[src/common/i2c_pkg.sv]
package i2c_pkg;

	typedef logic [7:0]  byte_t;
	typedef logic [15:0] reg_addr_t;
	typedef logic [31:0] dly_t;
	typedef logic [7:0]  apb_addr_t;
	typedef logic [31:0] apb_data_t;
	typedef logic [5:0]  cmd_flags_t;

	// byte command flags, may be combined
	localparam cmd_flags_t CMD_WR   = 6'b000001;
	localparam cmd_flags_t CMD_STA  = 6'b000010;
	localparam cmd_flags_t CMD_RD   = 6'b000100;
	localparam cmd_flags_t CMD_STO  = 6'b001000;
	localparam cmd_flags_t CMD_ACK  = 6'b010000;
	localparam cmd_flags_t CMD_NACK = 6'b100000;

	localparam apb_addr_t REG_CTRL   = 8'h00;
	localparam apb_addr_t REG_DEV    = 8'h04;
	localparam apb_addr_t REG_ADDR   = 8'h08;
	localparam apb_addr_t REG_WDATA  = 8'h0C;
	localparam apb_addr_t REG_DLY    = 8'h10;
	localparam apb_addr_t REG_STATUS = 8'h14;
	localparam apb_addr_t REG_RDATA  = 8'h18;

	typedef struct packed {
		apb_addr_t paddr;
		logic      psel;
		logic      penable;
		logic      pwrite;
		apb_data_t pwdata;
	} apb_req_t;

	typedef struct packed {
		apb_data_t prdata;
		logic      pready;
		logic      pslverr;
	} apb_rsp_t;

	typedef struct packed {
		logic      wr_start;
		logic      rd_start;
		logic      addr_mode; // 1: two address bytes
		byte_t     dev_id;
		reg_addr_t reg_addr;
		byte_t     wr_data;
		dly_t      dly;
	} xfer_req_t;

	typedef struct packed {
		logic  busy;
		logic  done;
		logic  ack_err;
		byte_t rd_data;
	} xfer_rsp_t;

	typedef struct packed {
		logic       go;
		cmd_flags_t flags;
		byte_t      tx;
	} byte_cmd_t;

	typedef struct packed {
		logic  done;
		logic  ack_err; // slave left SDA high
		byte_t rx;
	} byte_rsp_t;

	typedef struct packed {
		logic scl;
		logic sda_oe; // 1 pulls SDA low
	} i2c_pins_t;

endpackage

[src/i2c_control/i2c_bit_shift.sv]
`timescale 1ns/100ps

module i2c_bit_shift
	import i2c_pkg::*;
#(
	parameter int SCL_DIV = 4
)
(
	input  logic      Clk,
	input  logic      Rst_n,
	input  byte_cmd_t byte_cmd,
	output byte_rsp_t byte_rsp,
	output i2c_pins_t pins,
	input  logic      sda_in
);

	localparam int DW = (SCL_DIV > 1) ? $clog2(SCL_DIV) : 1;

	typedef enum logic [2:0] {
		IDLE,
		START,
		DATA,
		ACK,
		STOP
	} state_t;

	state_t     state;
	logic [DW-1:0] div_cnt;
	logic [1:0] qtr;     // quarter within the current bit
	logic [2:0] bit_cnt;
	byte_t      sh;
	cmd_flags_t flags_q;
	logic       ack_err;
	logic       done;
	logic       tick;
	logic       sample;
	logic       qtr_end;
	logic       is_wr;
	logic       is_rd;
	logic       do_sto;
	logic       do_ack;
	logic       scl_high;
	logic       hold_scl;    // SCL kept low between bytes of a frame

	assign tick    = (state != IDLE) && (div_cnt == DW'(SCL_DIV - 1));
	assign sample  = tick && (qtr == 2'd1);
	assign qtr_end = tick && (qtr == 2'd3);

	assign is_wr  = (flags_q & CMD_WR) != '0;
	assign is_rd  = (flags_q & CMD_RD) != '0;
	assign do_sto = (flags_q & CMD_STO) != '0;
	assign do_ack = ((flags_q & CMD_ACK) != '0) && ((flags_q & CMD_NACK) == '0);

	// SCL high in the middle two quarters
	assign scl_high = qtr[0] ^ qtr[1];

	always_ff @(posedge Clk or negedge Rst_n)
	begin
		if (!Rst_n)
		begin
			state    <= IDLE;
			div_cnt  <= '0;
			qtr      <= '0;
			bit_cnt  <= '0;
			flags_q  <= '0;
			ack_err  <= 1'b0;
			done     <= 1'b0;
			hold_scl <= 1'b0;
		end
		else
		begin
			done <= 1'b0;
			if (state == IDLE)
			begin
				div_cnt <= '0;
				qtr     <= '0;
				if (byte_cmd.go)
				begin
					flags_q <= byte_cmd.flags;
					bit_cnt <= 3'd7;
					ack_err <= 1'b0;
					state   <= ((byte_cmd.flags & CMD_STA) != '0) ? START : DATA;
				end
			end
			else
			begin
				div_cnt <= tick ? '0 : div_cnt + 1'b1;
				if (tick)
					qtr <= qtr + 2'd1;
				if (sample && state == ACK && is_wr)
					ack_err <= sda_in;
				if (qtr_end)
				begin
					case (state)
						START: state <= DATA;
						DATA:
						begin
							if (bit_cnt == 3'd0)
								state <= ACK;
							else
								bit_cnt <= bit_cnt - 3'd1;
						end
						ACK:
						begin
							if (do_sto)
								state <= STOP;
							else
							begin
								done     <= 1'b1;
								hold_scl <= 1'b1;
								state    <= IDLE;
							end
						end
						default:
						begin
							done     <= 1'b1; // end of stop condition
							hold_scl <= 1'b0;
							state    <= IDLE;
						end
					endcase
				end
			end
		end
	end

	// shift out MSB first, or sample on the high half of SCL
	always_ff @(posedge Clk)
	begin
		if (state == IDLE && byte_cmd.go)
			sh <= byte_cmd.tx;
		else if (state == DATA && is_rd && sample)
			sh <= {sh[6:0], sda_in};
		else if (state == DATA && !is_rd && qtr_end)
			sh <= {sh[6:0], 1'b0};
	end

	always_comb
	begin
		pins.scl    = 1'b1;
		pins.sda_oe = 1'b0;
		case (state)
			START:
			begin
				pins.scl    = scl_high;
				pins.sda_oe = qtr[1]; // SDA falls while SCL high
			end
			DATA:
			begin
				pins.scl    = scl_high;
				pins.sda_oe = !is_rd && !sh[7];
			end
			ACK:
			begin
				pins.scl    = scl_high;
				pins.sda_oe = is_rd && do_ack;
			end
			STOP:
			begin
				pins.scl    = (qtr != 2'd0);
				pins.sda_oe = !qtr[1]; // SDA rises while SCL high
			end
			default:
				pins.scl = !hold_scl;
		endcase
	end

	assign byte_rsp.done    = done;
	assign byte_rsp.ack_err = ack_err;
	assign byte_rsp.rx      = sh;

endmodule

[src/i2c_control/i2c_control.sv]
`timescale 1ns/100ps

module i2c_control
	import i2c_pkg::*;
(
	input  logic      Clk,
	input  logic      Rst_n,
	input  xfer_req_t xfer_req,
	output xfer_rsp_t xfer_rsp,
	output byte_cmd_t byte_cmd,
	input  byte_rsp_t byte_rsp
);

	typedef enum logic [2:0] {
		IDLE,
		ISSUE,
		WAIT_BYTE,
		FINISH,
		WAIT_DLY
	} state_t;

	state_t     state;
	logic [2:0] idx;     // byte index within the frame
	logic       is_rd;
	logic       ack_err;
	logic       done;
	byte_t      rd_data;
	dly_t       dly_cnt;
	logic       last_byte;
	cmd_flags_t next_flags;
	byte_t      next_tx;

	assign last_byte = is_rd ? (idx == 3'd4) : (idx == 3'd3);

	// command for the current byte index
	always_comb
	begin
		next_flags = CMD_WR;
		next_tx    = '0;
		case (idx)
			3'd0:
			begin
				next_flags = CMD_STA | CMD_WR;
				next_tx    = xfer_req.dev_id;
			end
			3'd1:
				next_tx = xfer_req.reg_addr[15:8];
			3'd2:
				next_tx = xfer_req.reg_addr[7:0];
			3'd3:
			begin
				if (is_rd)
				begin
					next_flags = CMD_STA | CMD_WR; // repeated start
					next_tx    = xfer_req.dev_id | 8'h01;
				end
				else
				begin
					next_flags = CMD_WR | CMD_STO;
					next_tx    = xfer_req.wr_data;
				end
			end
			default:
				next_flags = CMD_RD | CMD_NACK | CMD_STO;
		endcase
	end

	always_ff @(posedge Clk or negedge Rst_n)
	begin
		if (!Rst_n)
		begin
			state    <= IDLE;
			idx      <= '0;
			is_rd    <= 1'b0;
			ack_err  <= 1'b0;
			done     <= 1'b0;
			dly_cnt  <= '0;
			byte_cmd <= '0;
		end
		else
		begin
			byte_cmd.go <= 1'b0;
			done        <= 1'b0;
			case (state)
				IDLE:
				begin
					if (xfer_req.wr_start || xfer_req.rd_start)
					begin
						is_rd   <= !xfer_req.wr_start;
						idx     <= '0;
						ack_err <= 1'b0;
						state   <= ISSUE;
					end
				end
				ISSUE:
				begin
					byte_cmd.go    <= 1'b1;
					byte_cmd.flags <= next_flags;
					byte_cmd.tx    <= next_tx;
					state          <= WAIT_BYTE;
				end
				WAIT_BYTE:
				begin
					if (byte_rsp.done)
					begin
						if (idx != 3'd4) // the read byte has no slave ack
							ack_err <= ack_err | byte_rsp.ack_err;
						if (last_byte)
							state <= FINISH;
						else
						begin
							if (idx == 3'd0 && !xfer_req.addr_mode)
								idx <= 3'd2; // low address byte only
							else
								idx <= idx + 3'd1;
							state <= ISSUE;
						end
					end
				end
				FINISH:
				begin
					dly_cnt <= '0;
					state   <= WAIT_DLY;
				end
				WAIT_DLY:
				begin
					if (dly_cnt == xfer_req.dly)
					begin
						done  <= 1'b1;
						state <= IDLE;
					end
					else
						dly_cnt <= dly_cnt + 1'b1;
				end
				default:
					state <= IDLE;
			endcase
		end
	end

	// engine holds rx until the next go
	always_ff @(posedge Clk)
	begin
		if (state == FINISH && is_rd)
			rd_data <= byte_rsp.rx;
	end

	assign xfer_rsp.busy    = (state != IDLE);
	assign xfer_rsp.done    = done;
	assign xfer_rsp.ack_err = ack_err;
	assign xfer_rsp.rd_data = rd_data;

endmodule

[src/source/i2c_apb_regs.sv]
`timescale 1ns/100ps

module i2c_apb_regs
	import i2c_pkg::*;
(
	input  logic      Clk,
	input  logic      Rst_n,
	input  apb_req_t  apb_req,
	output apb_rsp_t  apb_rsp,
	output xfer_req_t xfer_req,
	input  xfer_rsp_t xfer_rsp
);

	logic      wr_acc;
	logic      access;
	logic      addr_mode_q;
	byte_t     dev_q;
	reg_addr_t addr_q;
	byte_t     wdata_q;
	dly_t      dly_q;
	logic      wr_start_q;
	logic      rd_start_q;
	logic      done_q;
	logic      ack_err_q;
	byte_t     rd_data_q;
	logic      busy;

	assign access = apb_req.psel && apb_req.penable;
	assign wr_acc = access && apb_req.pwrite;

	// a pending start pulse already counts as busy
	assign busy = xfer_rsp.busy || wr_start_q || rd_start_q;

	always_ff @(posedge Clk or negedge Rst_n)
	begin
		if (!Rst_n)
		begin
			addr_mode_q <= 1'b0;
			dev_q       <= '0;
			addr_q      <= '0;
			wdata_q     <= '0;
			dly_q       <= '0;
			wr_start_q  <= 1'b0;
			rd_start_q  <= 1'b0;
		end
		else
		begin
			wr_start_q <= wr_acc && (apb_req.paddr == REG_CTRL) && apb_req.pwdata[0];
			rd_start_q <= wr_acc && (apb_req.paddr == REG_CTRL) && apb_req.pwdata[1];
			if (wr_acc)
			begin
				case (apb_req.paddr)
					REG_CTRL:  addr_mode_q <= apb_req.pwdata[2];
					REG_DEV:   dev_q       <= apb_req.pwdata[7:0];
					REG_ADDR:  addr_q      <= apb_req.pwdata[15:0];
					REG_WDATA: wdata_q     <= apb_req.pwdata[7:0];
					REG_DLY:   dly_q       <= apb_req.pwdata;
					default:   ;
				endcase
			end
		end
	end

	// sticky done, results of the last frame
	always_ff @(posedge Clk or negedge Rst_n)
	begin
		if (!Rst_n)
		begin
			done_q    <= 1'b0;
			ack_err_q <= 1'b0;
		end
		else if ((wr_start_q || rd_start_q) && !xfer_rsp.busy)
			done_q <= 1'b0;
		else if (xfer_rsp.done)
		begin
			done_q    <= 1'b1;
			ack_err_q <= xfer_rsp.ack_err;
		end
	end

	always_ff @(posedge Clk)
	begin
		if (xfer_rsp.done)
			rd_data_q <= xfer_rsp.rd_data;
	end

	always_comb
	begin
		apb_rsp.prdata  = '0;
		apb_rsp.pready  = 1'b1; // no wait states
		apb_rsp.pslverr = 1'b0;
		if (access)
		begin
			case (apb_req.paddr)
				REG_CTRL:   apb_rsp.prdata = {29'd0, addr_mode_q, 2'b00};
				REG_DEV:    apb_rsp.prdata = {24'd0, dev_q};
				REG_ADDR:   apb_rsp.prdata = {16'd0, addr_q};
				REG_WDATA:  apb_rsp.prdata = {24'd0, wdata_q};
				REG_DLY:    apb_rsp.prdata = dly_q;
				REG_STATUS: apb_rsp.prdata = {29'd0, ack_err_q, done_q, busy};
				REG_RDATA:  apb_rsp.prdata = {24'd0, rd_data_q};
				default:    apb_rsp.pslverr = 1'b1;
			endcase
		end
	end

	assign xfer_req.wr_start  = wr_start_q;
	assign xfer_req.rd_start  = rd_start_q;
	assign xfer_req.addr_mode = addr_mode_q;
	assign xfer_req.dev_id    = dev_q;
	assign xfer_req.reg_addr  = addr_q;
	assign xfer_req.wr_data   = wdata_q;
	assign xfer_req.dly       = dly_q;

endmodule

[src/source/i2c_master_top.sv]
`timescale 1ns/100ps

module i2c_master_top
	import i2c_pkg::*;
#(
	parameter int SCL_DIV = 4
)
(
	input  logic      Clk,
	input  logic      Rst_n,
	input  apb_req_t  apb_req,
	output apb_rsp_t  apb_rsp,
	output i2c_pins_t pins,
	input  logic      sda_in
);

	xfer_req_t xfer_req;
	xfer_rsp_t xfer_rsp;
	byte_cmd_t byte_cmd;
	byte_rsp_t byte_rsp;

	i2c_apb_regs regs_i (
		.Clk      (Clk),
		.Rst_n    (Rst_n),
		.apb_req  (apb_req),
		.apb_rsp  (apb_rsp),
		.xfer_req (xfer_req),
		.xfer_rsp (xfer_rsp)
	);

	i2c_control control_i (
		.Clk      (Clk),
		.Rst_n    (Rst_n),
		.xfer_req (xfer_req),
		.xfer_rsp (xfer_rsp),
		.byte_cmd (byte_cmd),
		.byte_rsp (byte_rsp)
	);

	i2c_bit_shift #(
		.SCL_DIV (SCL_DIV)
	) bit_shift_i (
		.Clk      (Clk),
		.Rst_n    (Rst_n),
		.byte_cmd (byte_cmd),
		.byte_rsp (byte_rsp),
		.pins     (pins),
		.sda_in   (sda_in)
	);

endmodule

[config.mk]
export PLATFORM = sky130hd
export DESIGN_NAME = i2c_master_top
export DESIGN_NICKNAME = d
export VERILOG_FILES = /design/src/common/i2c_pkg.sv /design/src/i2c_control/i2c_bit_shift.sv /design/src/i2c_control/i2c_control.sv /design/src/source/i2c_apb_regs.sv /design/src/source/i2c_master_top.sv
export SDC_FILE = /design/constraint.sdc
export NUM_CORES = 1
export LEC_CHECK = 0
export BUFFER_PORTS_ARGS = -buffer_cell sky130_fd_sc_hd__buf_2
export CAP_MARGIN = 20
export CORE_AREA = 2 2 156 97
export CTS_CLUSTER_DIAMETER = 80
export CTS_CLUSTER_SIZE = 12
export DETAILED_ROUTE_END_ITERATION = 12
export DIE_AREA = 0 0 158 99
export GPL_TIMING_DRIVEN = 0
export PLACE_DENSITY = 0.8
export SETUP_SLACK_MARGIN = 0.3
export SLEW_MARGIN = 10
export SYNTH_ARGS = -nofsm -noshare
export SYNTH_HDL_FRONTEND = slang
export SYNTH_SLANG_ARGS = --single-unit
[constraint.sdc]
create_clock -name Clk -period 2.9 [get_ports Clk]
set_input_delay 0.145 -clock Clk [delete_from_list [all_inputs] [get_ports Clk]]
set_output_delay 0.145 -clock Clk [all_outputs]
set_load 0.01 [all_outputs]
==> results of run 1 <==
==> layer usage <==
layer | part of all wire [%] | global-route usage, % | up-vias | routed length [um]
li1 | - | - | 3031 | -
met1 | 45 | 46.1 | 3315 | 10400
met2 | 42 | 43.2 | 423 | 9750
met3 | 12 | 8.88 | 36 | 2770
met4 | 1.4 | 7.69 | 0 | 325
met5 | 0 | 0 | - | 0
==> final timing paths <==
| check | start | depth (start not counted) | slack (ns) | endpoint |
|---|---|---|---|---|
| hold reg to reg | control_i.rd_data[4]$_DFFE_PP_ | 0 | 0.42 | regs_i.rd_data_q[4]$_DFFE_PP_ |
| setup reg to reg | control_i.dly_cnt[11]$_DFFE_PN0P_ | 9 | 0.36 | control_i.dly_cnt[13]$_DFFE_PN0P_ |
| setup / recovery | apb_req[35] | 9 | 0.26 | apb_rsp[2] |
| min in group asynchronous | Rst_n | 2 | 0.31 | regs_i.addr_q[12]$_DFFE_PN0P_ |
| max in group asynchronous | Rst_n | 3 | 1.80 | bit_shift_i.done$_DFF_PN0_ |
| hold / removal | apb_req[6] | 2 | 0.01 | regs_i.dev_q[6]$_DFFE_PN0P_ |
==> registers in the layout, indices dropped and copies added (netlist names), 8 cells and up <==
register and count:
regs_i.dly_q 32, regs_i.dev_q 8, regs_i.rd_data_q 8, control_i.rd_data 8, bit_shift_i.sh 8, regs_i.addr_q 16, control_i.dly_cnt 32, control_i.byte_cmd 13
regs_i.wdata_q 8
==> layout by cell type, fill, tap and decap left out, drive strengths merged, types with 3 or more instances in the layout <==
cell and count:
a21o 4, a21oi 21, a221oi 13, a22o 14, a22oi 11, a31oi 10, and2 22, and3 5
buf 89, clkbuf 50, clkinv 7, clkinvlp 4, dfrtp 139, dlygate4sd3 26, edfxtp 24, ha 12
inv 24, mux2 83, mux2i 27, nand2 64, nand2b 5, nand3 22, nand3b 3, nand4 17
nor2 60, nor2b 8, nor3 17, nor4 11, o211ai 4, o21a 3, o21ai 29, o22ai 5
or2 6, or3 8, xnor2 33
==> kinds of logic (layout without fill, tap and decap cells) <==
kind of cell | after synthesis | after routing | synth area share, %
multiplexers | 111 | 111 | 14.7
AND/OR/NAND/NOR | 256 | 256 | 15.8
buffers and inverters | 63 | 200 | 3.18
flip-flops | 163 | 163 | 50.4
AO/OA/AOI/OAI | 129 | 129 | 10.5
other | 1 | 2 | 0.0450
XOR/XNOR | 33 | 33 | 3.47
adder cells (fa/ha/maj) | 12 | 12 | 1.80
==> cell type report <==
| class | count | area [um2] | share of cell area (%) |
|---|---|---|---|
| plain buffers | 43 | 203 | 2.05 |
| clock buffers | 17 | 425 | 4.31 |
| well taps | 198 | 248 | 2.51 |
| multi-input cells | 542 | 3920 | 39.7 |
| repair buffers | 105 | 684 | 6.94 |
| flip-flops and latches | 163 | 4200 | 42.6 |
| clock inverters | 15 | 109 | 1.10 |
| inverters | 20 | 75.1 | 0.761 |
| diodes | 1 | 2.50 | 0.0254 |
==> power by group <==
group          switching (mW)  internal (mW)
clock network            1.00           1.10
registers              0.0210           2.34
logic                   0.133         0.0979
total                    1.16           3.53
==> through the flow <==
stage	power (mW)	TNS, ns	hold WS, ns
2_1_floorplan	2.48	0	-0.151
3_3_place_gp	2.58	-37.93	0.377
3_5_place_dp	2.59	0	0.216
4_1_cts	4.67	0	0.00770
5_1_grt	4.80	0	0.0112
6_report	4.69	0	0.0118
==> repair_timing <==
item / CTS / global route
hold buffers: 26 / 0
hold endpoints to repair: 105 / 0
endpoints found under the setup margin: 15 / 53
buffers inserted: 0 / 0
gates resized for setup: 5 / 20
==> results_dict.tcl, run 1 <==
set metrics [dict create \
    status "finished clean" \
    fillerInstances 1076 \
    grt_use_total_pct 30.5 \
    synth_enable_flop_cells 24 \
    synth.largest_area_cell "dfrtp_1" \
    vias 6805 \
    synth.avg_cell_area_um2 10.8 \
    syn_to_final_growth_pct 18.4 \
    wirelength_um 23200 \
    drtAntennaViolNets 0 \
    grt_antenna_before_repair 1 \
    required_ns 2.76 \
    cts_tree "built" \
    p_leak_nw 4.35 \
    drt_iter0_markers 934 \
    vias_per_cell 6.16 \
    place_area_um2 9000 \
    crit_path_frequent_cell "buf_2" \
    dp.cells 1045 \
    synth_top_flop_cell "dfrtp_1" \
    p_per_area_nw_per_um2 475 \
    path_buf_inv 3 \
    critPathCaptureType "output port" \
    path_max_fanout 10 \
    critical_path_class "input pin to output port" \
    yosys-top-cells-count "dfrtp_1 (139), mux2_2 (83), nand2_1 (63)" \
    clock_path_buffers 2 \
    max_freq_mhz 379 \
    fin_area_um2 9870 \
    core_area_um2 14200 \
    ys_types 64 \
    final_net_count 950 \
    synthTopCellsByArea "dfrtp_1 (42%), mux2_2 (11%), edfxtp_1 (8.7%)" \
    drc 0 \
    worstHoldPathType "input pin to flip-flop" \
    grt_pass1_vias 6587 \
    netlist_area_um2 8330 \
    io_pins 82 \
    fin_cells 1104 \
    start_util_pct 58.6 \
    dieHeight_um 99 \
    drive_gt1_share_pct 25.9 \
    cts_buffers 17 \
    rows 34 \
    setup_ws_ns 0.265 \
    setup_violations 0 \
    io_buffers 77 \
    die_w_um 158 \
    pre_cts_ws_ns 0.142 \
    cts_root_buffer "clkbuf_16" \
    crit_chain "buf_2, or4_1, nor2_4, nand2_2, nor3_1, clkbuf_4, a22oi_1, a31oi_1, buf_2" \
    tightest_slew_ns 0.953 \
    yosysMostFrequentCell "dfrtp_1" \
    period_needed_ns 2.64 \
    grt_max_degree 74 \
    grt_pass1_wl_um 35800 \
    synthCells 768 \
    max_stage_delay_ns 0.64 \
    cap_violations 0 \
    ys_ff_latch 163 \
    finish.utilization_pct 69.4 \
    hpwl_um 16400 \
    htreeDepth 4 \
    finalCritPeriodShare_pct 90.9 \
    synth_top_area_share_pct 41.8 \
    dr.pass1.iters 6 \
    finalHoldViolCount 0 \
    drv_slew 0 \
    synthArstFlopShare_pct 85.3 \
    slowest_stage "or4_1" \
    overflow 0 \
    relSlewSlack_pct 34.8 \
    routedWlPerCell_um 21.1 \
    place_congestion 0.970 \
    syn-num-nets 826 \
    clock_sinks 163 \
    die-area_um2 15600 \
    ys_warn_count 0 \
    start_kind "input pin" \
    arrival_ns 2.49 \
    fin_skew_ns 0.0183 \
    synth_seq_area_share_pct 50.4 \
    clock_latency_ns 0.44 \
    crit_family "simple AND/OR/NAND/NOR gates" \
    clk_pin_slew_ns 0.07 \
    rsz0062_at_grt "yes" \
    irDropWorstVdd_v 0.000337 \
]
Power figures use the tool's default switching activity.
==> run 2: changes to the inputs <==
--- a/config.mk
+++ b/config.mk
@@ -13,7 +13,8 @@
 export DETAILED_ROUTE_END_ITERATION = 12
 export DIE_AREA = 0 0 158 99
 export GPL_TIMING_DRIVEN = 0
-export PLACE_DENSITY = 0.8
+export MAX_ROUTING_LAYER = met4
+export PLACE_DENSITY = 0.76
 export SETUP_SLACK_MARGIN = 0.3
 export SLEW_MARGIN = 10
 export SYNTH_ARGS = -nofsm -noshare
==> results_dict.tcl, run 2 (synthesis results as in run 1) <==
set metrics [dict create \
    status "finished clean" \
    drt_iter0_markers 652 \
    hpwl_um 16900 \
    overflow 0 \
    met2_length_um 10000 \
    r2r-start "control_i.dly_cnt[22]$_DFFE_PN0P_" \
    clock_latency_ns 0.42 \
    top_layer "met4" \
    finalCritPeriodShare_pct 87.9 \
    grt_pass1_vias 6703 \
    final_net_count 949 \
    max_freq_mhz 392 \
    dieHeight_um 99 \
    finish.utilization_pct 69.6 \
    clock_path_buffers 2 \
    tightest_slew_ns 1.01 \
    fin_skew_ns 0.00948 \
    clock_sinks 163 \
    setup_ws_ns 0.350 \
    worstHoldPathType "input pin to flip-flop" \
    clk_pin_slew_ns 0.07 \
    rows 34 \
    rr_worst_depth 7 \
    grt_antenna_before_repair 0 \
    layout_commonest_cell "dfrtp_1" \
    holdCritStartpoint "apb_req[6]" \
    met3WireLength_um 2230 \
    place_area_um2 9000 \
    fin_area_um2 9890 \
    cts_tree "built" \
    grt_pass1_wl_um 36600 \
    setup_violations 0 \
    diodes 0 \
    p_leak_nw 4.37 \
    drc 0 \
    whs_path_depth 2 \
    reg_top3 "control_i.dly_cnt: 32 flops, regs_i.dly_q: 32 flops, regs_i.addr_q: 16 flops" \
    dp.cells 1045 \
    power.total_mw 4.80 \
    htreeDepth 4 \
    rsz0062_at_grt "yes" \
    holdWs_ns 0.0164 \
    cts_root_buffer "clkbuf_16" \
    irDropWorstVdd_v 0.000418 \
    finalHoldViolCount 0 \
    die-area_um2 15600 \
    start_util_pct 58.6 \
    pre_cts_ws_ns 0.182 \
    period_needed_ns 2.55 \
    start_kind "flip-flop" \
    critPathCaptureType "flip-flop" \
    wirelength_um 23300 \
    drv_slew 0 \
    vias 6781 \
    required_ns 3.21 \
    cts_buffers 17 \
    io_buffers 77 \
    drive_gt1_share_pct 26.0 \
    p_per_area_nw_per_um2 485 \
    core_area_um2 14200 \
    arrival_ns 2.86 \
    setup_tns_ns 0 \
    cap_violations 0 \
    fin_cells 1102 \
    grt_use_total_pct 32.0 \
    relSlewSlack_pct 30.9 \
    critical_path_class "flip-flop to flip-flop" \
    die_w_um 158 \
    r2r_slack_ns 0.35 \
    grt_max_degree 82 \
    routedWlPerCell_um 21.1 \
    r2r_end "control_i.dly_cnt[23]$_DFFE_PN0P_" \
    holdPathEnd "regs_i.wdata_q[6]$_DFFE_PN0P_" \
    path_max_fanout 10 \
    syn_to_final_growth_pct 18.8 \
    dr.pass1.iters 5 \
    layout_common_cells "dfrtp_1 (138), buf_2 (83), mux2_2 (83)" \
    drtAntennaViolNets 0 \
    vias_per_cell 6.15 \
    place_congestion 0.934 \
    io_pins 82 \
    wl_met1_um 10800 \
]
==> run 2: cell count changes in the layout (fill, tap and decap cells not counted), moves of 2 or more <==
cell	change
xnor2_2	+2
inv_6	+2
clkinvlp_4	-2
xnor2_1	-2
clkinv_1	-2
inv_8	+2
==> run 2: worst max path at each step <==
stage | end | start | depth (start not counted)
after floorplan | control_i.dly_cnt[22]$_DFFE_PN0P_ | control_i.dly_cnt[0]$_DFFE_PN0P_ | 7
after global placement | control_i.byte_cmd[6]$_DFFE_PN0P_ | Rst_n | 1
after detailed placement | regs_i.addr_q[13]$_DFFE_PN0P_ | apb_req[36] | 7
after CTS | control_i.dly_cnt[23]$_DFFE_PN0P_ | control_i.dly_cnt[22]$_DFFE_PN0P_ | 7
after global routing | control_i.dly_cnt[23]$_DFFE_PN0P_ | control_i.dly_cnt[11]$_DFFE_PN0P_ | 8
final | control_i.dly_cnt[23]$_DFFE_PN0P_ | control_i.dly_cnt[22]$_DFFE_PN0P_ | 7
==> run 2: final cells by class <==
class                      instances  area, um2
clock inverter                    14        143
fill                            1058       4320
tap                              198        248
buffer                            42        198
inverter                          20       75.1
sequential                       163       4200
clock buffer                      18        429
timing repair buffer             105        684
multi-input combinational        542       3920
==> run 2: timing repair <==
item	in CTS	in global routing
hold buffers	26	0
hold endpoints to repair	112	0
buffers inserted	0	0
endpoints found under the setup margin	13	64
gates resized for setup	3	20
==> run 2: layer usage <==
layer	up-vias	global-route usage, %
li1	3038	-
met1	3383	48.2
met2	337	44.2
met3	23	7.52
met4	0	6.93
met5	-	-
==> run 2: worst max-delay path, stage by stage (launching register included) <==
cell and delay (ns):
dfrtp_1 0.44, xnor2_1 0.40, nand4_1 0.18, nor4_2 0.37, a21o_2 0.31, clkbuf_4 0.28, nand2_1 0.17, o221ai_1 0.28
==> run 2: where the power goes <==
group          switching, mW  internal, mW  total (mW)
Combinational          0.130        0.0961       0.226
Clock                   1.00          1.21        2.22
Sequential            0.0217          2.34        2.36
